[src/include/rv_core_cfg.svh]
`ifndef RV_CORE_CFG_SVH
`define RV_CORE_CFG_SVH

// integer register and datapath width
`define RV_XLEN 32

// architectural registers, x0 included
`define RV_REG_COUNT 32

// data memory depth in words
`define RV_DMEM_WORDS 256

// first fetch address out of reset
`define RV_RESET_PC 32'h0000_0000

`endif

[src/hdl/register_file.sv]
`timescale 1ns/100ps
`include "rv_core_cfg.svh"

module register_file (
    input  logic                              clk,
    input  logic [$clog2(`RV_REG_COUNT)-1:0]  raddr_a,
    input  logic [$clog2(`RV_REG_COUNT)-1:0]  raddr_b,
    input  logic [$clog2(`RV_REG_COUNT)-1:0]  waddr,
    input  logic [`RV_XLEN-1:0]               wdata,
    input  logic                              wen,
    output logic [`RV_XLEN-1:0]               rdata_a,
    output logic [`RV_XLEN-1:0]               rdata_b
);

    // entry 0 is never written, reads of x0 are muxed to zero
    logic [`RV_XLEN-1:0] regs [0:`RV_REG_COUNT-1];

    always_ff @(posedge clk) begin
        if (wen && (waddr != '0))
            regs[waddr] <= wdata; // visible next cycle
    end

    // combinational reads, no write bypass needed in single cycle
    assign rdata_a = (raddr_a == '0) ? '0 : regs[raddr_a];
    assign rdata_b = (raddr_b == '0) ? '0 : regs[raddr_b];

    a_x0_reads_zero: assert property (
        @(posedge clk) ((raddr_a == '0) |-> (rdata_a == '0)) and
                       ((raddr_b == '0) |-> (rdata_b == '0))
    ) else $error("register_file: x0 read back nonzero");

endmodule

[config.mk]
export PLATFORM = sky130hd
export DESIGN_NAME = register_file
export DESIGN_NICKNAME = d
export VERILOG_FILES = /design/src/hdl/register_file.sv
export VERILOG_INCLUDE_DIRS = /design/src /design/src/include
export SDC_FILE = /design/constraint.sdc
export NUM_CORES = 1
export LEC_CHECK = 0
export BUFFER_PORTS_ARGS = -buffer_cell sky130_fd_sc_hd__buf_2
export CORE_AREA = 2 2 313 315
export CTS_CLUSTER_SIZE = 24
export DETAILED_ROUTE_END_ITERATION = 8
export DIE_AREA = 0 0 315 317
export PLACE_DENSITY = 0.64
export SLEW_MARGIN = 20
export SYNTH_ARGS = -nofsm -noshare
export SYNTH_HDL_FRONTEND = slang
export SYNTH_SLANG_ARGS = --single-unit
[constraint.sdc]
create_clock -name clk -period 3.5 [get_ports clk]
set_input_delay 0.525 -clock clk [delete_from_list [all_inputs] [get_ports clk]]
set_output_delay 0.525 -clock clk [all_outputs]
set_load 0.01 [all_outputs]
## Word-level counts from Yosys, hierarchy flattened

Memories as Yosys holds them, arrays and structs flattened.
Index checks and enable logic that the tools add are counted.

| storage, ports and cells | value |
|---|---|
| bits in registers | 0 |
| RAM bits | 1024 |
| bits of input ports | 49 |
| output and inout bits | 64 |
| logic and storage cells | 9 |
| memories kept | 1 |

| operators by class | value |
|---|---|
| muxes and demuxes | 4 |
| reduce and logical (&&, ||, !) cells | 4 |

Memories:

| memory | words | width | rd ports | clocked after memory_dff | write ports | line | RTL |
|---|---|---|---|---|---|---|---|
| regs | 32 | 32 | 2 | 0 | 1 | register_file.sv:16 | `` logic [`RV_XLEN-1:0] regs [0:`RV_REG_COUNT-1]; `` |

Operators with widths:

| kind | count |
|---|---|
| $mux 32 | 2 |
| $logic_not 5->1 | 2 |
| $reduce_bool 5->1 | 1 |
| $mux 1 | 2 |
| $logic_and 1x1->1 | 1 |

## Longest topological paths before layout

| logic depth | value |
|---|---|
| word-level depth | 4 |
| gate-level depth with buffers | 8 |
| gate-level depth less buffers | 4 |

## Worst setup path before layout

Ideal clock, no wire load.

| path | value |
|---|---|
| kind | in2reg |
| start point | input waddr[1] |
| end point | memory regs[12][0] (netlist bit), enable pin |
| library setup time | 421 ps |
| data arrival time | 2524 ps |
| required time | 3079 ps |
| path slack | 555 ps |
| cell stages on the path | 3 |
| path buffers | 1 |
| cell sequence | or3b_2 > clkbuf_1 > nor2_1 |

| on the way | value |
|---|---|
| cells in the longest elaborated chain, start to end | 4 |

Ends and longest elaborated chain:

| item | line | RTL |
|---|---|---|
| from (decl) | register_file.sv:8 | `` input logic [$clog2(`RV_REG_COUNT)-1:0] waddr, `` |
| $reduce_bool 5->1 | register_file.sv:19 | `if (wen && (waddr != '0))` |
| $logic_and 1x1->1 | register_file.sv:19 |  |
| $mux 1 | register_file.sv:19 |  |
| $mux 1 (not written as such) | register_file.sv:20 | `regs[waddr] <= wdata;` |
| to (decl) | register_file.sv:16 |  |

Parallel ways exist; a longest one is shown, timed or not.

## Final worst setup path

| path | value |
|---|---|
| start point | input raddr_a[1] |
| end point | output rdata_a[19] |

| on the way | value |
|---|---|
| cells in the longest elaborated chain, start to end | 2 |
| elaborated cells on any way between the ends | 3 |
| those cells by class | mux (1); reduce/logical (1); memory (1) |

Ends and longest elaborated chain:

| item | line | RTL |
|---|---|---|
| from (decl) | register_file.sv:6 | `` input logic [$clog2(`RV_REG_COUNT)-1:0] raddr_a, `` |
| $mem_v2 32x32 or $logic_not 5->1 (tied branches) | - |  |
| $mux 32 * | register_file.sv:24 | `assign rdata_a = (raddr_a == '0) ? '0 : regs[raddr_a];` |
| to (decl) | register_file.sv:11 | `` output logic [`RV_XLEN-1:0] rdata_a, `` |

Every way passes the cells marked *; elsewhere a longest branch is shown, timed or not.

==> Flow_metrics.wiki <==
{| class="wikitable"
! Metric !! Value
|-
| Critical path data required time || 2.97 ns
|-
| Transition time of the tightest slew-check pin || 0.943 ns
|-
| Post-synthesis area per instance || 18.7 sq um
|-
| Final weighted congestion in routability-driven placement || 0.848
|-
| TritonCTS clock tree || done
|-
| Routed via count divided by cell count || 7.22
|-
| CTS Hold Bufs || 0
|-
| Vert. Die Dim || 317 microns
|-
| Remaining antenna violation count after routing || 0
|-
| Critical path class || in -> out
|-
| Buffer depth of the longest clock path || 3
|-
| Register bit total from synthesis || 1024
|-
| Share of cells above drive strength 1 || 30.7%
|-
| DRC marker count from the first detailed-route iteration || 4740
|-
| Clock transition at the registers of the reported paths || 0.06 ns
|-
| Share of the clock period used by the worst path after layout || 95.6%
|-
| Number of gates given a new drive strength after cts || 0
|-
| Core utilization of the finished layout || 57.2%
|-
| Cell leakage power || 18.2 nW
|-
| Final HPWL from detailed placement || 86700 microns
|-
| Wire length reported by the detailed router || 156000 microns
|-
| Fin worst setup slack || 0.153 ns
|-
| Unrepaired setup endpoints after global routing || no
|-
| Number of clock buffers inserted by TritonCTS || 105
|-
| Global Route Usage Sum || 31.4%
|-
| Count of flip-flops with a built-in enable after synthesis || 1024
|-
| Post-CTS Repair Setup Buffers || 0
|-
| Total Die Area || 99900 sq um
|-
| Highest ir drop seen on vdd || 0.000398 V
|-
| Path type of the worst min-delay path || in -> reg
|-
| Number of buffers inserted by port buffering || 112
|-
| Critical path arrival || 2.82 ns
|-
| Most frequent cells in the layout || sky130_fd_sc_hd__edfxtp_1, sky130_fd_sc_hd__mux2i_1, sky130_fd_sc_hd__mux4_2
|-
| Placed cells || 3956
|-
| Synth Flop Type || sky130_fd_sc_hd__edfxtp_1
|-
| Min Tclk post-route || 3.35 ns
|-
| Post-Route Setup TNS || 0 ns
|-
| Post-Layout Cell Count || 4145
|-
| TritonCTS sink count || 1024
|-
| Areal power density over the cells || 497 nW/um^2
|-
| Reported max-cap violation count || 0
|-
| Via count || 29900
|-
| Iteration count of the initial detailed-routing pass || 6
|-
| Routed len/inst || 37.7 microns
|-
| Level count of the clock H-tree || 3
|-
| Row Count || 114
|-
| Async set-reset flop share out of synthesis || 0%
|-
| Largest fanout on the critical path || 32
|-
| Chip Width || 315 microns
|-
| Largest register by flop count || regs
|-
| Number of global-route vias before repair || 29900
|-
| Synth Cell Area || 47900 sq um
|-
| Setup WS pre-CTS || 0.255 ns
|-
| Distinct cells, synth || 38
|-
| Max-slew violation count || 0
|-
| Number of inserted filler cells in the final layout || 7108
|-
| Final routed DRC violation total || 0
|-
| Largest registers || regs x1024
|-
| Type of origin of the critical path || primary input
|-
| Largest register FFs || 1024
|-
| Initial core utilization || 49.8%
|-
| Most frequent standard cell in the layout excluding fill and tap cells || sky130_fd_sc_hd__edfxtp_1
|-
| Initial antenna violation count || 7
|-
| Wire length of the first global-routing pass || 220000 microns
|-
| Clock root cell || sky130_fd_sc_hd__clkbuf_16
|-
| Placeable core region || 96300 sq um
|-
| Register area share after synthesis || 64.2%
|-
| Final-report setup violation count || 0
|-
| Number of placed I/O pins || 113
|-
| Final hold vios || 0
|-
| FMAX || 0.299 GHz
|-
| Nets || 2836
|-
| Number of warnings issued by yosys || 0
|-
| Area grow syn2layout || 14.8%
|-
| GR Overflow Total || 0
|-
| Element type at the critical path end || output pin
|-
| Largest net degree at the start of global routing || 59
|-
| Relative slew slack || 37.1%
|-
| Run status || finished, final reports clean
|-
| Gate count of the mapped netlist || 2564
|}
[worst max-delay path, cell delays in order]
cell	delay, ns
sky130_fd_sc_hd__buf_8	0.22
sky130_fd_sc_hd__buf_12	0.23
sky130_fd_sc_hd__nor2b_4	0.14
sky130_fd_sc_hd__buf_12	0.24
sky130_fd_sc_hd__a221oi_1	0.29
sky130_fd_sc_hd__o21ai_0	0.20
sky130_fd_sc_hd__a311oi_1	0.60
sky130_fd_sc_hd__buf_4	0.20
sky130_fd_sc_hd__buf_2	0.12
[cell usage after synthesis, types with 54 or more instances]
cell type	number	share of area (%)
sky130_fd_sc_hd__mux4_2	298	14
sky130_fd_sc_hd__mux2_2	64	1.5
sky130_fd_sc_hd__mux4_1	54	3.0
sky130_fd_sc_hd__clkbuf_1	98	0.77
sky130_fd_sc_hd__o221ai_1	64	1.2
sky130_fd_sc_hd__edfxtp_1	1024	64
sky130_fd_sc_hd__a22oi_1	64	1.0
sky130_fd_sc_hd__nand2_1	83	0.65
sky130_fd_sc_hd__a211oi_1	64	1.0
sky130_fd_sc_hd__mux2i_1	320	6.7
[per-stage QoR]
step           power (mW)  instance area [sq um]  hold WS, ns
2_1_floorplan        15.4                  48000        0.624
3_3_place_gp         16.5                  51700         1.00
3_5_place_dp         16.5                  51700         1.02
4_1_cts              27.4                  55000        0.294
5_1_grt              28.0                  55000        0.341
6_report             27.4                  55000        0.325
[path summary, 6_finish.rpt]
| path | start | slack [ns] | depth (start not counted) | end |
|---|---|---|---|---|
| max | raddr_a[1] | 0.15 | 9 | rdata_a[19] |
| min | wdata[26] | 0.33 | 1 | regs[7][26] |
[cells by family after synthesis]
group           share of synthesized area, %
compound gates                          6.09
flops                                   64.2
buf+inv                                 2.44
mux                                     25.1
other cells                          0.00782
simple gates                            2.17
[per-layer routing]
| layer | up-vias | GRT usage (%) | share of wire (%) |
|---|---|---|---|
| met4 | 6 | 12.9 | 4.1 |
| met5 | - | 0.237 | 0.022 |
| met3 | 376 | 7.83 | 13 |
| met2 | 2297 | 47.8 | 46 |
| li1 | 11500 | - | - |
| met1 | 15700 | 43.7 | 38 |
[where the power goes]
group	switching [mW]	total [mW]	internal, mW
combinational	1.52	2.57	1.05
sequential	0.0808	13.8	13.7
clock	4.72	11.0	6.30
total	6.32	27.4	21.0
[layout make-up]
cell class                      instances  area [sq um]  share of cell area (%)
Sequential cell                      1024         30700                    55.9
Inverter                                2          8.76                  0.0159
Clock buffer                          131          2730                    4.95
Timing Repair Buffer                  301          2930                    5.33
Clock inverter                         56           584                    1.06
Antenna cell                            2          5.00                 0.00910
Multi-Input combinational cell       1353         16400                    29.8
Tap cell                             1276          1600                    2.90
Power figures use the tool's default switching activity.
