===== src/include/rv_core_cfg.svh =====
`ifndef RV_CORE_CFG_SVH
`define RV_CORE_CFG_SVH

// integer register and datapath width
`define RV_XLEN 32

// architectural registers, x0 included
`define RV_REG_COUNT 32

// data memory depth in words
`define RV_DMEM_WORDS 256

// first fetch address out of reset
`define RV_RESET_PC 32'h0000_0000

`endif


===== src/hdl/rv_core_pkg.sv =====
package rv_core_pkg;

    // major opcodes handled by the core, anything else is a no-op
    typedef enum logic [6:0] {
        opc_lui    = 7'b0110111,
        opc_auipc  = 7'b0010111,
        opc_jal    = 7'b1101111,
        opc_jalr   = 7'b1100111,
        opc_branch = 7'b1100011,
        opc_load   = 7'b0000011,
        opc_store  = 7'b0100011,
        opc_imm    = 7'b0010011, // op-imm
        opc_reg    = 7'b0110011  // op
    } opcode_t;

    typedef enum logic [3:0] {
        alu_add    = 4'd0,
        alu_sub    = 4'd1,
        alu_sll    = 4'd2,
        alu_slt    = 4'd3,
        alu_sltu   = 4'd4,
        alu_xor    = 4'd5,
        alu_srl    = 4'd6,
        alu_sra    = 4'd7,
        alu_or     = 4'd8,
        alu_and    = 4'd9,
        alu_pass_b = 4'd10 // lui
    } alu_op_t;

    typedef enum logic [2:0] {
        imm_i,
        imm_s,
        imm_b,
        imm_u,
        imm_j
    } imm_fmt_t;

    typedef enum logic {
        a_rs1,
        a_pc
    } a_sel_t;

    typedef enum logic [1:0] {
        b_rs2,
        b_imm,
        b_four // link value pc+4
    } b_sel_t;

    // encoded as the load funct3 so decode is a plain cast
    typedef enum logic [2:0] {
        lext_b  = 3'b000,
        lext_h  = 3'b001,
        lext_w  = 3'b010,
        lext_bu = 3'b100,
        lext_hu = 3'b101
    } load_ext_t;

endpackage


===== src/hdl/control_unit.sv =====
`timescale 1ns/100ps

module control_unit (
    input  logic [6:0]              opcode,
    input  logic [2:0]              funct3,
    input  logic                    funct7_bit, // cmd[30]
    input  logic                    less,
    input  logic                    zero,
    output rv_core_pkg::imm_fmt_t   imm_fmt,
    output rv_core_pkg::a_sel_t     a_sel,
    output rv_core_pkg::b_sel_t     b_sel,
    output rv_core_pkg::alu_op_t    alu_op,
    output logic                    reg_wen,
    output logic                    load,
    output logic                    store,
    output rv_core_pkg::load_ext_t  load_ext,
    output logic [1:0]              store_size, // 0 byte, 1 half, 2 word
    output logic                    take_target,
    output logic                    target_from_rs1
);

    logic is_branch;
    logic is_jump;
    logic branch_cond;

    // funct3 to alu op for op and op-imm
    function automatic rv_core_pkg::alu_op_t arith_op(input logic [2:0] f3, input logic alt);
        case (f3)
            3'b000:  return alt ? rv_core_pkg::alu_sub : rv_core_pkg::alu_add;
            3'b001:  return rv_core_pkg::alu_sll;
            3'b010:  return rv_core_pkg::alu_slt;
            3'b011:  return rv_core_pkg::alu_sltu;
            3'b100:  return rv_core_pkg::alu_xor;
            3'b101:  return alt ? rv_core_pkg::alu_sra : rv_core_pkg::alu_srl;
            3'b110:  return rv_core_pkg::alu_or;
            default: return rv_core_pkg::alu_and;
        endcase
    endfunction

    always_comb begin
        imm_fmt         = rv_core_pkg::imm_i;
        a_sel           = rv_core_pkg::a_rs1;
        b_sel           = rv_core_pkg::b_rs2;
        alu_op          = rv_core_pkg::alu_add;
        reg_wen         = 1'b0;
        load            = 1'b0;
        store           = 1'b0;
        load_ext        = rv_core_pkg::load_ext_t'(funct3);
        store_size      = funct3[1:0];
        is_branch       = 1'b0;
        is_jump         = 1'b0;
        target_from_rs1 = 1'b0;
        case (opcode)
            rv_core_pkg::opc_lui: begin
                imm_fmt = rv_core_pkg::imm_u;
                b_sel   = rv_core_pkg::b_imm;
                alu_op  = rv_core_pkg::alu_pass_b; // upper imm straight through
                reg_wen = 1'b1;
            end
            rv_core_pkg::opc_auipc: begin
                imm_fmt = rv_core_pkg::imm_u;
                a_sel   = rv_core_pkg::a_pc;
                b_sel   = rv_core_pkg::b_imm;
                reg_wen = 1'b1;
            end
            rv_core_pkg::opc_jal, rv_core_pkg::opc_jalr: begin
                imm_fmt         = (opcode == rv_core_pkg::opc_jal) ? rv_core_pkg::imm_j
                                                                   : rv_core_pkg::imm_i;
                a_sel           = rv_core_pkg::a_pc; // link = pc + 4
                b_sel           = rv_core_pkg::b_four;
                reg_wen         = 1'b1;
                is_jump         = 1'b1;
                target_from_rs1 = (opcode == rv_core_pkg::opc_jalr);
            end
            rv_core_pkg::opc_branch: begin
                imm_fmt   = rv_core_pkg::imm_b;
                is_branch = (funct3[2:1] != 2'b01); // 010/011 undefined
                if (!funct3[2])
                    alu_op = rv_core_pkg::alu_sub; // beq/bne via zero
                else if (funct3[1])
                    alu_op = rv_core_pkg::alu_sltu;
                else
                    alu_op = rv_core_pkg::alu_slt;
            end
            rv_core_pkg::opc_load: begin
                b_sel   = rv_core_pkg::b_imm; // address = rs1 + imm
                load    = (funct3 != 3'b011) && (funct3[2:1] != 2'b11);
                reg_wen = load;
            end
            rv_core_pkg::opc_store: begin
                imm_fmt = rv_core_pkg::imm_s;
                b_sel   = rv_core_pkg::b_imm;
                store   = !funct3[2] && (funct3[1:0] != 2'b11);
            end
            rv_core_pkg::opc_imm: begin
                b_sel   = rv_core_pkg::b_imm;
                alu_op  = arith_op(funct3, funct7_bit && (funct3 == 3'b101)); // srai only
                reg_wen = 1'b1;
            end
            rv_core_pkg::opc_reg: begin
                alu_op  = arith_op(funct3, funct7_bit);
                reg_wen = 1'b1;
            end
            default: ; // unknown opcode, nothing written
        endcase
    end

    // branch outcome kept apart from decode so less/zero never feed alu_op
    assign branch_cond = funct3[2] ? (less ^ funct3[0]) : (zero ^ funct3[0]);
    assign take_target = is_jump || (is_branch && branch_cond);

    always_comb begin
        assert (!(load && store))
            else $error("control_unit: load and store both set for opcode %b", opcode);
    end

endmodule


===== config.mk =====
export PLATFORM = sky130hd
export DESIGN_NAME = control_unit
export DESIGN_NICKNAME = d
export VERILOG_FILES = /design/src/include/rv_core_cfg.svh /design/src/hdl/rv_core_pkg.sv /design/src/hdl/control_unit.sv
export SDC_FILE = /design/constraint.sdc
export NUM_CORES = 1
export LEC_CHECK = 0
export ABC_CLOCK_PERIOD_IN_PS = 1600
export BUFFER_PORTS_ARGS = -buffer_cell sky130_fd_sc_hd__buf_4
export CORE_AREA = 2 2 39 41
export DETAILED_ROUTE_END_ITERATION = 12
export DIE_AREA = 0 0 41 43
export GPL_TIMING_DRIVEN = 1
export PLACE_DENSITY = 0.66
export REMOVE_ABC_BUFFERS = 1
export SETUP_SLACK_MARGIN = 0.1
export SLEW_MARGIN = 40
export SYNTH_ARGS = -nofsm -noshare
export SYNTH_HDL_FRONTEND = slang
export SYNTH_SLANG_ARGS = --single-unit

===== constraint.sdc =====
create_clock -name vclk -period 1.6
set_input_delay 0.16 -clock vclk [all_inputs]
set_output_delay 0.16 -clock vclk [all_outputs]
set_load 0.005 [all_outputs]

Yosys cells after proc, flatten, opt, wreduce, memory -nomap -nowiden
Index checks and enable logic that the tools add are counted.
{"block": "totals", "latch_bits": 0, "register_bits": 0, "mem_bits_ro": 0, "ram_bits": 0, "input_bits": 13, "memories": 0, "output_inout_bits": 20, "word_cells": 53}
{"block": "op_classes", "bitwise_logic": 2, "n_reduce_logical": 12, "shifts": 0, "n_eq_ne": 19, "n_addsub": 0, "multipliers": 0, "order_cmp": 0, "muxes": 20, "n_div": 0}
{"cell": "case mux 4 bit (7 select lines)", "n": 2}
{"cell": "== test 7 x 6 -> 1 bit (second input constant)", "n": 3}
{"cell": "== test 7 bit (second input constant)", "n": 3}
{"cell": "case mux 4 bit (4 select lines)", "n": 1}
{"cell": "== test 7 x 5 -> 1 bit (second input constant)", "n": 2}
{"cell": "case mux 3 bit (4 select lines)", "n": 1}
{"cell": "two-way mux 1 bit", "n": 11}
{"cell": "== test 3 bit (second input constant)", "n": 3}
{"cell": "two-way mux 3 bit", "n": 3}
{"cell": "== test 7 x 2 -> 1 bit (second input constant)", "n": 1}
{"cell": "== test 3 x 2 -> 1 bit (second input constant)", "n": 2}
{"cell": "OR reduction 6 bit", "n": 1}
{"cell": "OR reduction 5 bit", "n": 1}
{"cell": "logical AND 1 bit", "n": 4}
{"cell": "!= test 2 bit (second input constant)", "n": 2}
{"cell": "case mux 2 bit (2 select lines)", "n": 1}
{"cell": "OR reduction 2 bit", "n": 2}
{"cell": "== test 3 x 1 -> 1 bit (second input constant)", "n": 1}
{"cell": "zero test 3 bit", "n": 1}
{"cell": "!= test 3 x 2 -> 1 bit (second input constant)", "n": 1}
{"cell": "OR reduction 3 bit", "n": 1}
{"cell": "!= test 2 x 1 -> 1 bit (second input constant)", "n": 1}
{"cell": "case mux 1 bit (2 select lines)", "n": 1}
{"cell": "bitwise XOR 1 bit", "n": 2}
{"cell": "other kinds (2)", "n": 2}

Logic depth before layout (Yosys ltp)
{"block": "depth", "word_depth": 5, "mapped_depth": 4, "ltp_nobuf": 3}

Least setup slack after synthesis
OpenSTA, ideal clock, no wires.
{"block": "synth_timing", "kind": "input-to-output", "from": "in funct3[0]", "to": "out alu_op[1]", "t_arrival_ns": 1.038, "path_stages": 4, "path_slack_ns": 0.402, "t_required_ns": 1.440, "n_path_buf": 1, "cell_sequence": "buf_6 or4b_1 a21oi_1 o21a_1"}
{"block": "synth_via", "elab_chain_cells": 3, "elab_cells_between_ends": 10, "cone_classes": "eq/ne: 6; mux: 3; reduce/logical: 1"}
{"item": "from (decl)", "line_no": "control_unit.sv:5", "source": "input logic [2:0] funct3,"}
{"item": "== test 3 bit, or another cell as far along", "line_no": "control_unit.sv:28", "source": "case (f3)"}
{"item": "case mux 4 bit (7 select lines)", "line_no": "control_unit.sv:28"}
{"item": "case mux 4 bit (4 select lines) *", "line_no": "control_unit.sv:53", "source": "case (opcode)"}
{"item": "to (decl)", "line_no": "control_unit.sv:12", "source": "output rv_core_pkg::alu_op_t alu_op,"}
Every way passes the cells marked *; elsewhere a longest branch is shown, timed or not.

Final worst setup path
{"block": "layout_timing", "from": "in opcode[2]", "to": "out alu_op[1]"}
{"block": "layout_via", "elab_chain_cells": 2, "elab_cells_between_ends": 5, "cone_classes": "eq/ne: 4; mux: 1"}
{"item": "from (decl)", "line_no": "control_unit.sv:4", "source": "input logic [6:0] opcode,"}
{"item": "== test 7 x 6 -> 1 bit, or another cell as far along", "line_no": "control_unit.sv:53"}
{"item": "case mux 4 bit (4 select lines) *", "line_no": "control_unit.sv:53"}
Marked as above.

==> out/results.tsv <==
stage	metric	value	unit
logic_synthesis	Synth Area in Adders	0	
drt	Detailed Route WL	1252	um
logic_synthesis	post-synth top area share	0.08955	
cts	Post-CTS Resized	0	
global_routing	vias in the first global route	433	
logic_synthesis	synthesized cell area	419.2	um2
layout	Final Util	0.4530	
cts	Post-CTS Hold Fix Bufs	0	
logic_synthesis	area leader, netlist	buf_4	
layout	count of flip-flops and latches	0	
sta	Max Transition Viols Final	0	
placement	hpwl dp	993.1	um
power_and_ir_drop	VDD IR max	0.0001094	V
min_path	Worst Hold Depth	3	
layout	Sequential Area	0	um2
logic_synthesis	xor/xnor cell area share of the yosys netlist	0	
logic_synthesis	sequential element share of the synthesized area	0	
floorplanning	Starting Density	0.3029	
logic_synthesis	post-synthesis cell count	66	
floorplanning	Die W	41	um
run	max-cap violations	0	
layout	# diodes	0	
global_routing	largest net degree at the start of global routing	15	
drt	drt first pass iters	4	
drt	DR WL/cell	11.81	um
outcome	outcome	finished, final reports clean	
logic_synthesis	most common library cells after synthesis	nand2_1, nor2_1, buf_4	
power_and_ir_drop	Power Density	174.4	nW/um2
global_routing	antenna violations before repair	0	
sta	minimum clock period	1.395	ns
power_and_ir_drop	Leak	0.3138	nW
floorplanning	die height	43	um
logic_synthesis	post-synthesis simple-gate area fraction	0.5015	
drt	via count	558	
min_path	min-delay worst type	in -> out	
setup_path	CP Launch Type	input port	
placement	DP Area	626.9	um2
sta	fmax	716.8	MHz
layout	layout cells sized above 1	0.3778	
floorplanning	Site Rows	14	
setup_path	WP data required	1.44	ns
global_routing	global route total overflow	0	
floorplanning	die area	1763	um2
sta	setup TNS	0	ns
drt	Residual DRC	0	
logic_synthesis	Synth area leaders	buf_4, nand2_1, nand4b_1	
sta	period utilization	0.8719	
drt	Detail Route Antenna Nets	0	
logic_synthesis	main combinational cell family by area after synthesis	simple AND/OR/NAND/NOR gates	
sta	final setup vio count	0	
global_routing	first-pass GRT wire length	1863	um
setup_path	Crit Path Category	in -> out	
logic_synthesis	Ys Warns	0	
layout	clkbuf count	0	
placement	routability cong.	0.7747	
layout	Area Overhead vs Synth	49.55	%
logic_synthesis	top-count cell post-synth	nand2_1	
floorplanning	Core Footprint	1384	um2
logic_synthesis	Mean Syn Cell Area	6.351	um2
sta	Hold Fails Final Rpt	0	
setup_path	CP arrival	1.24	ns
layout	Finished Cell Area	626.9	um2
sta	RSZ-0062 raised after global routing	no	
layout	# fillers	136	
layout	nets	105	
logic_synthesis	multiplexer area fraction after synthesis	0	
logic_synthesis	compound-gate portion of the synthesized area	0.3194	
drt	DR vias/cell	5.264	
placement	Port-buffer cells	33	
cts	Post-CTS Setup Repair Bufs	0	
logic_synthesis	Yosys cell types	29	
global_routing	GRT Total Usage	0.1399	
sta	Least-Margin Pin Slew	0.3128	ns
floorplanning	Ports	33	
setup_path	CP Capture Type	output port	
setup_path	Worst Path Max Fanout	13	
sta	slew margin rel.	0.7910	
drt	Initial DRC Count	13	
==> final cells by class <==
type                            instances  area (um2)  area share
Multi-Input combinational cell         54       344.1      0.5489
Timing Repair Buffer                   34       255.2      0.4072
Tap cell                               16       20.02     0.03194
Inverter                                2       7.507     0.01198
==> cells in the final DEF (no fill, tap or decap) <==
master	Yosys	layout
a211oi_1	3	3
a21oi_1	4	4
a221oi_1	1	1
a22o_1	1	1
a22oi_1	1	1
a31oi_1	1	1
and3_1	2	2
and3b_1	2	2
and4bb_1	2	2
buf_4	5	34
inv_1	2	2
nand2_1	7	7
nand2b_1	3	3
nand3b_1	1	1
nand4_1	2	2
nand4b_1	3	3
nor2_1	6	6
nor2b_1	3	3
nor3_1	1	1
nor3b_1	1	1
o211ai_1	1	1
o21a_1	2	2
o21ai_0	4	4
o311a_1	1	1
o31ai_1	1	1
or4b_1	1	1
==> metal layers <==
metal	wire length, um	vias up	GRT usage	part of all wire
li1	-	294	-	-
met1	593	242	0.2089	0.47
met2	564	22	0.2313	0.45
met3	95	0	0	0.076
met4	0	0	0	0
met5	0	-	0	0
==> power breakdown <==
group          switching [mW]  internal, mW
clock                       0             0
combinational          0.0536        0.0557
sequential                  0             0
total                  0.0536        0.0557
==> worst max-delay path, stage by stage <==
cell     delay [ns]
buf_4          0.15
or4b_1         0.53
a21oi_1        0.16
o21a_1         0.14
buf_4          0.10
==> path summary, 6_finish.rpt <==
path                          end  startpoint  slack, ns
hold / removal    target_from_rs1   opcode[3]       0.57
setup / recovery        alu_op[1]   opcode[2]       0.20
==> kinds of logic after synthesis <==
logic type,after synthesis
simple gates,34
compound gates,20
buf+inv,12
==> through the flow <==
step	hold WS, ns	setup WS [ns]	power (mW)	std cells
after floorplan	0.3200	0.4939	0.03769	56
after global placement	0.5722	0.2339	0.1078	106
after detailed placement	0.5729	0.2198	0.1091	106
after CTS	0.5751	0.2101	0.1095	106
after global routing	0.5874	0.1373	0.1207	106
final	0.5742	0.2049	0.1093	106
No activity file was read; power rests on OpenSTA's default activity.
