**config.mk**
```make
export PLATFORM = sky130hd
export DESIGN_NAME = imm_decoder
export DESIGN_NICKNAME = d
export VERILOG_FILES = /design/src/hdl/rv_core_pkg.sv /design/src/hdl/imm_decoder.sv
export VERILOG_INCLUDE_DIRS = /design/src /design/src/include
export SDC_FILE = /design/constraint.sdc
export NUM_CORES = 1
export LEC_CHECK = 0
export BUFFER_PORTS_ARGS = -buffer_cell sky130_fd_sc_hd__buf_2
export CAP_MARGIN = 10
export CORE_UTILIZATION = 32
export DETAILED_ROUTE_END_ITERATION = 6
export GPL_TIMING_DRIVEN = 0
export PLACE_DENSITY = 0.83
export SLEW_MARGIN = 20
export SYNTH_ARGS = -nofsm -noshare
export SYNTH_HDL_FRONTEND = slang
export SYNTH_SLANG_ARGS = --single-unit
```
**constraint.sdc**
```tcl
create_clock -name vclk -period 0.9
set_input_delay 0.135 -clock vclk [all_inputs]
set_output_delay 0.135 -clock vclk [all_outputs]
set_load 0.005 [all_outputs]
```
**src/include/rv_core_cfg.svh**
```systemverilog
`ifndef RV_CORE_CFG_SVH
`define RV_CORE_CFG_SVH

// integer register and datapath width
`define RV_XLEN 32

// architectural registers, x0 included
`define RV_REG_COUNT 32

// data memory depth in words
`define RV_DMEM_WORDS 256

// first fetch address out of reset
`define RV_RESET_PC 32'h0000_0000

`endif

```
**src/hdl/rv_core_pkg.sv**
```systemverilog
package rv_core_pkg;

    // major opcodes handled by the core, anything else is a no-op
    typedef enum logic [6:0] {
        opc_lui    = 7'b0110111,
        opc_auipc  = 7'b0010111,
        opc_jal    = 7'b1101111,
        opc_jalr   = 7'b1100111,
        opc_branch = 7'b1100011,
        opc_load   = 7'b0000011,
        opc_store  = 7'b0100011,
        opc_imm    = 7'b0010011, // op-imm
        opc_reg    = 7'b0110011  // op
    } opcode_t;

    typedef enum logic [3:0] {
        alu_add    = 4'd0,
        alu_sub    = 4'd1,
        alu_sll    = 4'd2,
        alu_slt    = 4'd3,
        alu_sltu   = 4'd4,
        alu_xor    = 4'd5,
        alu_srl    = 4'd6,
        alu_sra    = 4'd7,
        alu_or     = 4'd8,
        alu_and    = 4'd9,
        alu_pass_b = 4'd10 // lui
    } alu_op_t;

    typedef enum logic [2:0] {
        imm_i,
        imm_s,
        imm_b,
        imm_u,
        imm_j
    } imm_fmt_t;

    typedef enum logic {
        a_rs1,
        a_pc
    } a_sel_t;

    typedef enum logic [1:0] {
        b_rs2,
        b_imm,
        b_four // link value pc+4
    } b_sel_t;

    // encoded as the load funct3 so decode is a plain cast
    typedef enum logic [2:0] {
        lext_b  = 3'b000,
        lext_h  = 3'b001,
        lext_w  = 3'b010,
        lext_bu = 3'b100,
        lext_hu = 3'b101
    } load_ext_t;

endpackage

```
**src/hdl/imm_decoder.sv**
```systemverilog
`timescale 1ns/100ps
`include "rv_core_cfg.svh"

module imm_decoder (
    input  logic [31:0]            cmd,
    input  rv_core_pkg::imm_fmt_t  imm_fmt,
    output logic [`RV_XLEN-1:0]    imm
);

    logic sign;

    assign sign = cmd[31]; // every format takes sign from bit 31

    always_comb begin
        case (imm_fmt)
            rv_core_pkg::imm_s:
                imm = {{21{sign}}, cmd[30:25], cmd[11:7]};
            rv_core_pkg::imm_b: // bit 0 always zero
                imm = {{20{sign}}, cmd[7], cmd[30:25], cmd[11:8], 1'b0};
            rv_core_pkg::imm_u: // low 12 bits zero
                imm = {cmd[31:12], 12'b0};
            rv_core_pkg::imm_j:
                imm = {{12{sign}}, cmd[19:12], cmd[20], cmd[30:21], 1'b0};
            default: // i format, also loads and jalr
                imm = {{21{sign}}, cmd[30:20]};
        endcase
    end

endmodule

```
# Yosys cells after proc, flatten, opt, wreduce, memory -nomap -nowiden
# Index checks and enable logic that the tools add are counted.
[word_totals]
regBits = 0
output_inout_bits = 32
elab_cells = 5
[op_classes]
eq_ne = 4
muxes = 1
[op_table]
columns = ["op", "count"]
rows = [
  ["$pmux W31 S4", 1],
  ["$eq A3 B2 Y1 const B", 2],
  ["$eq A3 B1 Y1 const B", 1],
  ["$eq A3 B3 Y1 const B", 1],
]

# Logic depth before layout (Yosys ltp)
# Gate-level depths: netlist (run 1).
[logic_depth]
depth_word = 2
mapped_depth = 5
depth_no_buf = 3

# Worst setup path after synthesis (run 1)
# No wires, ideal clock.
[synth_path]
path_type = "input port to output port"
start = "input imm_fmt[0]"
end = "output imm[0]"
arrival_time_ns = 0.831
required_ns = 0.765
slack_ns = -0.066
path_stages = 4
cell_sequence = "buf_4 -> or3_1 -> nand2_1 -> a22o_1"
[synth_via]
elab_chain_cells = 2
[synth_rtl]
columns = ["element", "line", "rtl"]
rows = [
  ["start, declared", "imm_decoder.sv:6", "input rv_core_pkg::imm_fmt_t imm_fmt,"],
  ["$eq A3 B3 Y1 (tied with other cells)", "imm_decoder.sv:15", "case (imm_fmt)"],
  ["$pmux W31 S4 (*)", "imm_decoder.sv:15", ""],
  ["end, declared", "imm_decoder.sv:7", "output logic [`RV_XLEN-1:0] imm"],
]
# Mark *: on every way between the ends. The rest lies on a longest branch, timed or not.

# Worst setup path after layout (run 1)
[layout_path]
start = "input imm_fmt[2]"
end = "output imm[15]"
# Same word-level chain as after synthesis.

==> metrics.txt, run 1 <==
crit start category=input pin; final period utilization=138%; All-Layer GR Usage=a little under a quarter; num ports=between 60 and 70; critical path required time=about 0.76 ns; synthesized area per cell=6.58 sq um; Yosys top cell by area=a21o_1; Tmin final=about 1.2 ns; kind of critical path=input pin to output port; max_slew headroom=between 80% and 90%; status=finished, violations left; CLK BUF=0; PwrDens=533 mW/mm^2; synthesized net count=approximately 130; Seq/Total Area, Yosys=0%; worst slew pin tran=roughly 0.28 ns; setup violators final=31; routed wire length=between 2000 and 3000 um; FF/Latch Area=0 sq um; RSZ-0062 raised after global routing=true; antenna fix cells=0; Max Cap Viol=0; worst hold start=cmd[30]; Peak Freq=between 0.8 and 0.9 GHz; Setup TNS Final=-8.27 ns; Max Transition Viols Final=0; num rows=15; crit end category=output port; final hold vios=0; Cell variety after synth=25; Setup WS pre-CTS=-0.439 ns; Area Overhead vs Synth=96.0%; Core Area=roughly 0.0017 sq mm; commonest non-fill, non-tap cell in the layout=buf_2; crit path setup slack, layout=-0.339 ns; nets@finish=a little under 200; Syn. warnings=0; hold path depth=3; first-pass GRT wire length=~3600 um; count of buffers from port buffering=60; die area=0.00203 sq mm; dpl cell area=around 930 sq um; vias in the first global route=around 850; crit path DAT=~1.1 ns; initial core utilization=roughly a third; synthesized cell area=between 500 and 600 sq um; worst vdd ir=0.265 mV; global route overflow=0; wire per inst=14.1 um; cell area after layout=roughly 0.0012 sq mm; failing checks=negative setup slack; CP Max Fanout=8; antenna violations before repair=0; DRT Pass-1 Iters=4; Via-to-Cell Ratio=about 5.4; GPL Wtd Cong=~0.73; top cells by area, synth=a21o_1 (14%), a211oi_1 (10%), nor2b_1 (8.5%); worst hold path type=input pin to output port; Vias=approximately 1000; share of cells above drive strength 1=roughly three fifths; final core occ=about two thirds; Routed Antenna Nets=0; Leakage=roughly 0.00065 uW; Synth top area share=14.0%; FF+latch count=0; initial detailed-routing violation count=23; Die Wd=45.0 um; pin count of the biggest net entering global routing=11; most frequent cells in the layout=buf_2 (57), buf_4 (13), a21o_1 (11); Die Y=about 45 um; Pwr Total=slightly above 600 uW; hold-fix buffer count after cts=0; cell count after synthesis=90; DRC=0; hpwl dp=approximately 1600 um; worst-case hold path end point=imm[30]
Yosys cell counts, types with 2 or more instances:
master and number:
nor2_1 8, a22o_1 2, inv_1 2, clkbuf_1 2, nand2_1 3, mux2i_1 2
and4bb_2 2, o22ai_1 8, buf_4 3, nor2b_1 8, a21oi_1 6, nand2b_1 2
and3b_1 4, a21o_1 11, a211oi_1 8, o21ai_0 6, buf_2 5
worst max-delay path by stage:
stage / startpoint / slack, ns / depth (start not counted) / end
floorplan: imm_fmt[0] / -0.03 / 4 / imm[13]
global placement: imm_fmt[2] / -0.40 / 6 / imm[13]
detailed placement: imm_fmt[2] / -0.44 / 6 / imm[15]
CTS: imm_fmt[2] / -0.32 / 7 / imm[12]
global route: imm_fmt[2] / -0.38 / 7 / imm[15]
finish: imm_fmt[2] / -0.34 / 7 / imm[15]
metrics by stage:
stage,cells,hold WS [ns]
after floorplan,90,0.351
after global placement,175,0.540
after detailed placement,175,0.539
after CTS,184,0.539
after global routing,187,0.578
final,187,0.549
per-layer routing:
metal / vias up / part of all wire [%] / track usage [%]
met5: - / 0 / 0
met4: 0 / 2.7 / 1.82
li1: 482 / - / -
met3: 6 / 5.0 / 0.800
met1: 473 / 41 / 28.7
met2: 45 / 51 / 44.6
worst max-delay path, stage by stage:
cell	delay [ns]
buf_8	0.11
and3b_1	0.22
buf_6	0.13
nor3_4	0.05
buf_12	0.14
a211oi_2	0.16
buf_2	0.15
kinds of logic (layout without fill, tap and decap cells):
| kind of cell | after synthesis | after routing | share of synthesized area, % |
|---|---|---|---|
| multiplexers | 2 | 2 | 3.38 |
| AND/OR/NAND/NOR | 32 | 32 | 36.2 |
| AO/OA/AOI/OAI | 42 | 42 | 47.1 |
| buffers and inverters | 14 | 86 | 13.3 |
what timing repair did:
action / in CTS / in global routing
pin swaps: 9 / 6
setup buffers: 10 / 5
gates resized for setup: 27 / 14
setup endpoints to repair: 31 / 31
gates cloned: 1 / 0
cell type report:
type	instances	area, sq um
fill	153	567
inverter	2	7.51
timing repair buffer	73	448
buffer	11	98.8
tap	25	31.3
multi-input combinational	76	574
power by group:
part           leakage [uW]  switching (uW)  internal (uW)  total [uW]
combinational      0.000655             279            339         618
clock                     0               0              0           0
sequential                0               0              0           0
No activity file was read; power rests on OpenSTA's default activity.
==> run 2, diff against run 1 <==
- PLACE_DENSITY: 0.83 -> 0.8
==> metrics.txt, run 2 (same netlist as run 1, synthesis figures left out) <==
status=finished, violations left; failing checks=negative setup slack; FF/Latch Area=0 sq um (unchanged); Core Area=0.00173 sq mm (unchanged); max_slew headroom=86.2% (+5.0 points); worst vdd ir=0.255 mV (-3.8%); worst slew pin tran=0.206 ns (-0.0751 ns); initial core utilization=34.3% (unchanged); crit start category=input pin; nets@finish=195 (-2.0%); GPL Wtd Cong=0.845 (+16%); count of buffers from port buffering=60 (unchanged); Max Transition Viols Final=0 (unchanged); wire per inst=13.6 um (-3.7%); die area=0.00203 sq mm (unchanged); crit path DAT=1.08 ns (-0.02 ns); routed wire length=2480 um (-5.7%); num ports=67 (unchanged); most frequent cells in the layout=buf_2 (57), a21o_1 (11), buf_6 (9); Filler cells=152 (-0.65%); cell area after layout=0.00119 sq mm (+2.8%); initial detailed-routing violation count=20 (-13%); Tmin final=1.22 ns (-0.0193 ns); DRC=0 (unchanged); share of cells above drive strength 1=63.9% (+2.8 points); RSZ-0062 raised after global routing=true; global route overflow=0 (unchanged); Peak Freq=0.820 GHz (+1.6%); Multi-input gate area=607 sq um (+5.7%); commonest non-fill, non-tap cell in the layout=buf_2; antenna fix cells=0 (unchanged); vias in the first global route=806 (-5.5%); CP Max Fanout=8 (unchanged); PwrDens=528 mW/mm^2 (-0.83%); final hold vios=0 (unchanged); Max Cap Viol=0 (unchanged); Leakage=0.000661 uW (+1.0%); Via-to-Cell Ratio=5.37 (-0.25%); Die Wd=45.0 um (unchanged); hold-fix buffer count after cts=0 (unchanged); dpl cell area=935 sq um (unchanged); antenna violations before repair=0 (unchanged); Area Overhead vs Synth=101%; first-pass GRT wire length=3280 um (-9.5%); crit end category=output port; hpwl dp=1610 um (+2.0%); Setup TNS Final=-7.90 ns (+0.371 ns); CLK BUF=0 (unchanged); setup violators final=31 (unchanged); num rows=15 (unchanged); Die Y=45.0 um (unchanged); DRT Pass-1 Iters=4 (unchanged); Vias=982 (-2.4%); FF+latch count=0 (unchanged); final period utilization=136% (-2.1 points); Routed Antenna Nets=0 (unchanged); pin count of the biggest net entering global routing=11 (unchanged); Pwr Total=630 uW (+1.9%); critical path required time=0.76 ns (about the same); crit path setup slack, layout=-0.320 ns (+0.0193 ns); worst hold path type=input pin to output port; kind of critical path=input pin to output port; All-Layer GR Usage=20.5% (-2.5 points)
run 2: layout make-up:
type	instances	area share, %
buffer	11	8.92
inverter	2	0.630
multi-input combinational	76	50.9
tap	25	2.62
timing repair buffer	69	36.9
run 2: path summary, 6_finish.rpt:
path                       start       to  slack, ns  cells past startpoint
worst max-delay path  imm_fmt[1]  imm[18]      -0.32                      7
worst min-delay path     cmd[27]  imm[27]       0.55                      3
run 2: report_power, final:
part,internal [uW],leakage (uW),switching [uW]
Combinational,351,0.000661,278
Clock,0,0,0
Sequential,0,0,0
Total,351,0.000661,278
run 2: through the flow:
stage	setup WS, ns	util, %	cells	hold slack [ns]
6_report	-0.320	69.1	183	0.549
2_1_floorplan	-0.0330	-	90	0.351
3_3_place_gp	-0.404	54.1	175	0.540
4_1_cts	-0.317	63.1	180	0.548
5_1_grt	-0.375	69.1	183	0.572
3_5_place_dp	-0.431	54.1	175	0.542
run 2: what timing repair did:
| action | CTS | global route |
|---|---|---|
| gates resized for setup | 29 | 17 |
| setup endpoints to repair | 31 | 31 |
| buffers inserted | 6 | 3 |
| gates cloned | 1 | 1 |
| endpoints found under the hold margin | 0 | 0 |
| pin swaps | 6 | 6 |
run 2: critical path, cell delays in order:
cell and delay (ns):
buf_12 0.11, and3b_1 0.18, buf_6 0.14, nor3_4 0.20, buf_12 0.16, a211oi_2 0.04
buf_2 0.13
run 2: layer usage:
metal | routed length, um | share of wire (%) | global-route usage [%]
met5 | 0 | 0 | 0
met3 | 202 | 8.1 | 1.20
met2 | 1220 | 49 | 40.9
met1 | 1060 | 43 | 25.1
met4 | 0 | 0 | 0
==> run 3, diff against run 2 <==
- ABC_AREA: not set -> 1
- CORE_UTILIZATION: 32 -> 27
==> metrics.txt, run 3 <==
Peak Freq=0.900 GHz (+9.8%); DRT Pass-1 Iters=2 (-2); Via-to-Cell Ratio=4.71 (-12%); CP Max Fanout=5 (-3); nets@finish=191 (-2.1%); first-pass GRT wire length=2660 um (-19%); GPL Wtd Cong=0.735 (-13%); kind of critical path=input pin to output port; Die Y=41.4 um (-8.0%); Leakage=0.000614 uW (-7.2%); initial detailed-routing violation count=4 (-80%); Die Wd=41.4 um (-8.0%); Area Overhead vs Synth=146%; FF+latch count=0 (unchanged); wire per inst=10.8 um (-21%); RSZ-0062 raised after global routing=true; cell area after layout=0.00103 sq mm (-14%); share of cells above drive strength 1=70.8% (+6.9 points); worst hold path type=input pin to output port; most frequent cells in the layout=buf_2 (56), nand2_1 (23), nand2_2 (9), buf_6 (9); worst slew pin tran=0.164 ns (-0.0426 ns); Routed Antenna Nets=0 (unchanged); max_slew headroom=89.0% (+2.8 points); crit-path most repeated cell=nand2_4; FF/Latch Area=0 sq um (unchanged); status=finished, violations left; num rows=13 (-2); final hold vios=0 (unchanged); synthesized cell area=419 sq um (-29%); Seq/Total Area, Yosys=0% (unchanged); crit path DAT=0.98 ns (-0.10 ns); Syn. warnings=0 (unchanged); commonest non-fill, non-tap cell in the layout=buf_2; Setup WS pre-CTS=-0.307 ns (+0.124 ns); Crit-path slowest cell=buf_2; dpl cell area=738 sq um (-21%); crit path setup slack, layout=-0.211 ns (+0.108 ns); synthesized area per cell=5.11 sq um (-22%); die area=0.00171 sq mm (-15%); Largest stage delay, worst path=0.15 ns (-0.05 ns); antenna fix cells=0 (unchanged); count of buffers from port buffering=60 (unchanged); critical path required time=0.76 ns (about the same); Synth top area share=29.6% (+16 points); PwrDens=528 mW/mm^2 (about the same); antenna violations before repair=0 (unchanged); worst hold slack=0.532 ns (-0.0170 ns); Max Transition Viols Final=0 (unchanged); vias in the first global route=619 (-23%); DRC=0 (unchanged); hold-fix buffer count after cts=0 (unchanged); Core Area=0.00137 sq mm (-21%); top cells by area, synth=nand2_1 (30%), o211ai_1 (13%), nand3_1 (9.6%); All-Layer GR Usage=18.1% (-2.4 points); crit start category=input pin; global route overflow=0 (unchanged); synthesized net count=117 (-6.4%); Cell variety after synth=13 (-48%); Max Cap Viol=0 (unchanged); pin count of the biggest net entering global routing=11 (unchanged); routed wire length=1820 um (-27%); cell count after synthesis=82 (-8.9%); worst vdd ir=0.361 mV (+41%); crit end category=output port; CLK BUF=0 (unchanged); initial core utilization=30.7% (-3.6 points); hpwl dp=1190 um (-26%); Critical Path, Cell by Cell=buf_12, nor2_4, nand2_4, inv_4, nand2_4, buf_6, o211ai_1, buf_2; count leader, synth=nand2_1; Yosys top cell by area=nand2_1; num ports=67 (unchanged); final period utilization=123% (-12 points); failing checks=negative setup slack; setup violators final=29 (-6.5%); Tmin final=1.11 ns (-0.108 ns); Vias=796 (-19%); Commonest cells post-synth=nand2_1 (33), inv_1 (9), nand3_1 (8)
run 3: worst paths after layout:
check / startpoint / endpoint / slack [ns] / cells after the start
max: imm_fmt[0] / imm[27] / -0.21 / 8
min: cmd[10] / imm[3] / 0.53 / 4
run 3: through the flow:
| step | instances | util [%] | TNS, ns | total power [uW] |
|---|---|---|---|---|
| global placement | 157 | 54.0 | -6.65 | 383 |
| finish | 169 | 75.4 | -3.30 | 544 |
| detailed placement | 157 | 54.0 | -7.02 | 391 |
| global route | 169 | 75.4 | -4.47 | 592 |
| floorplan | 82 | - | 0 | 181 |
| CTS | 164 | 65.1 | -2.79 | 463 |
run 3: kinds of logic after synthesis:
| family | Yosys count | share of synthesized area [%] |
|---|---|---|
| and+or+nand+nor | 56 | 63.9 |
| buffers and inverters | 15 | 18.8 |
| AOI/OAI and AO/OA | 11 | 17.3 |
run 3: layout make-up:
class | count | area, sq um
plain buffers | 4 | 41.3
repair buffers | 72 | 468
inverters | 11 | 53.8
multi-input cells | 67 | 448
fillers | 110 | 337
well taps | 15 | 18.8
run 3: repair_timing:
| action | in CTS | in global routing |
|---|---|---|
| gates resized for setup | 29 | 31 |
| setup buffers | 5 | 4 |
| pin swaps | 9 | 14 |
| gates cloned | 2 | 1 |
| hold endpoints to repair | 0 | 0 |
| endpoints found under the setup margin | 31 | 31 |
run 3: power by group:
group | switching [uW] | internal, uW
combinational | 254 | 290
sequential | 0 | 0
clock | 0 | 0
run 3: per-layer routing:
metal / track usage (%) / up-vias / part of all wire (%)
met1: 23.4 / 352 / 38
met5: 0 / - / 0
met2: 35.0 / 33 / 56
li1: - / 411 / -
met4: 0 / 0 / 0
met3: 0.435 / 0 / 5.4
run 3: critical path, delay by kind of cell:
| family | cells | cell delay [ns] |
|---|---|---|
| AO/OA/AOI/OAI | 1 | 0.08 |
| AND/OR/NAND/NOR | 3 | 0.30 |
| buffers and inverters | 4 | 0.46 |
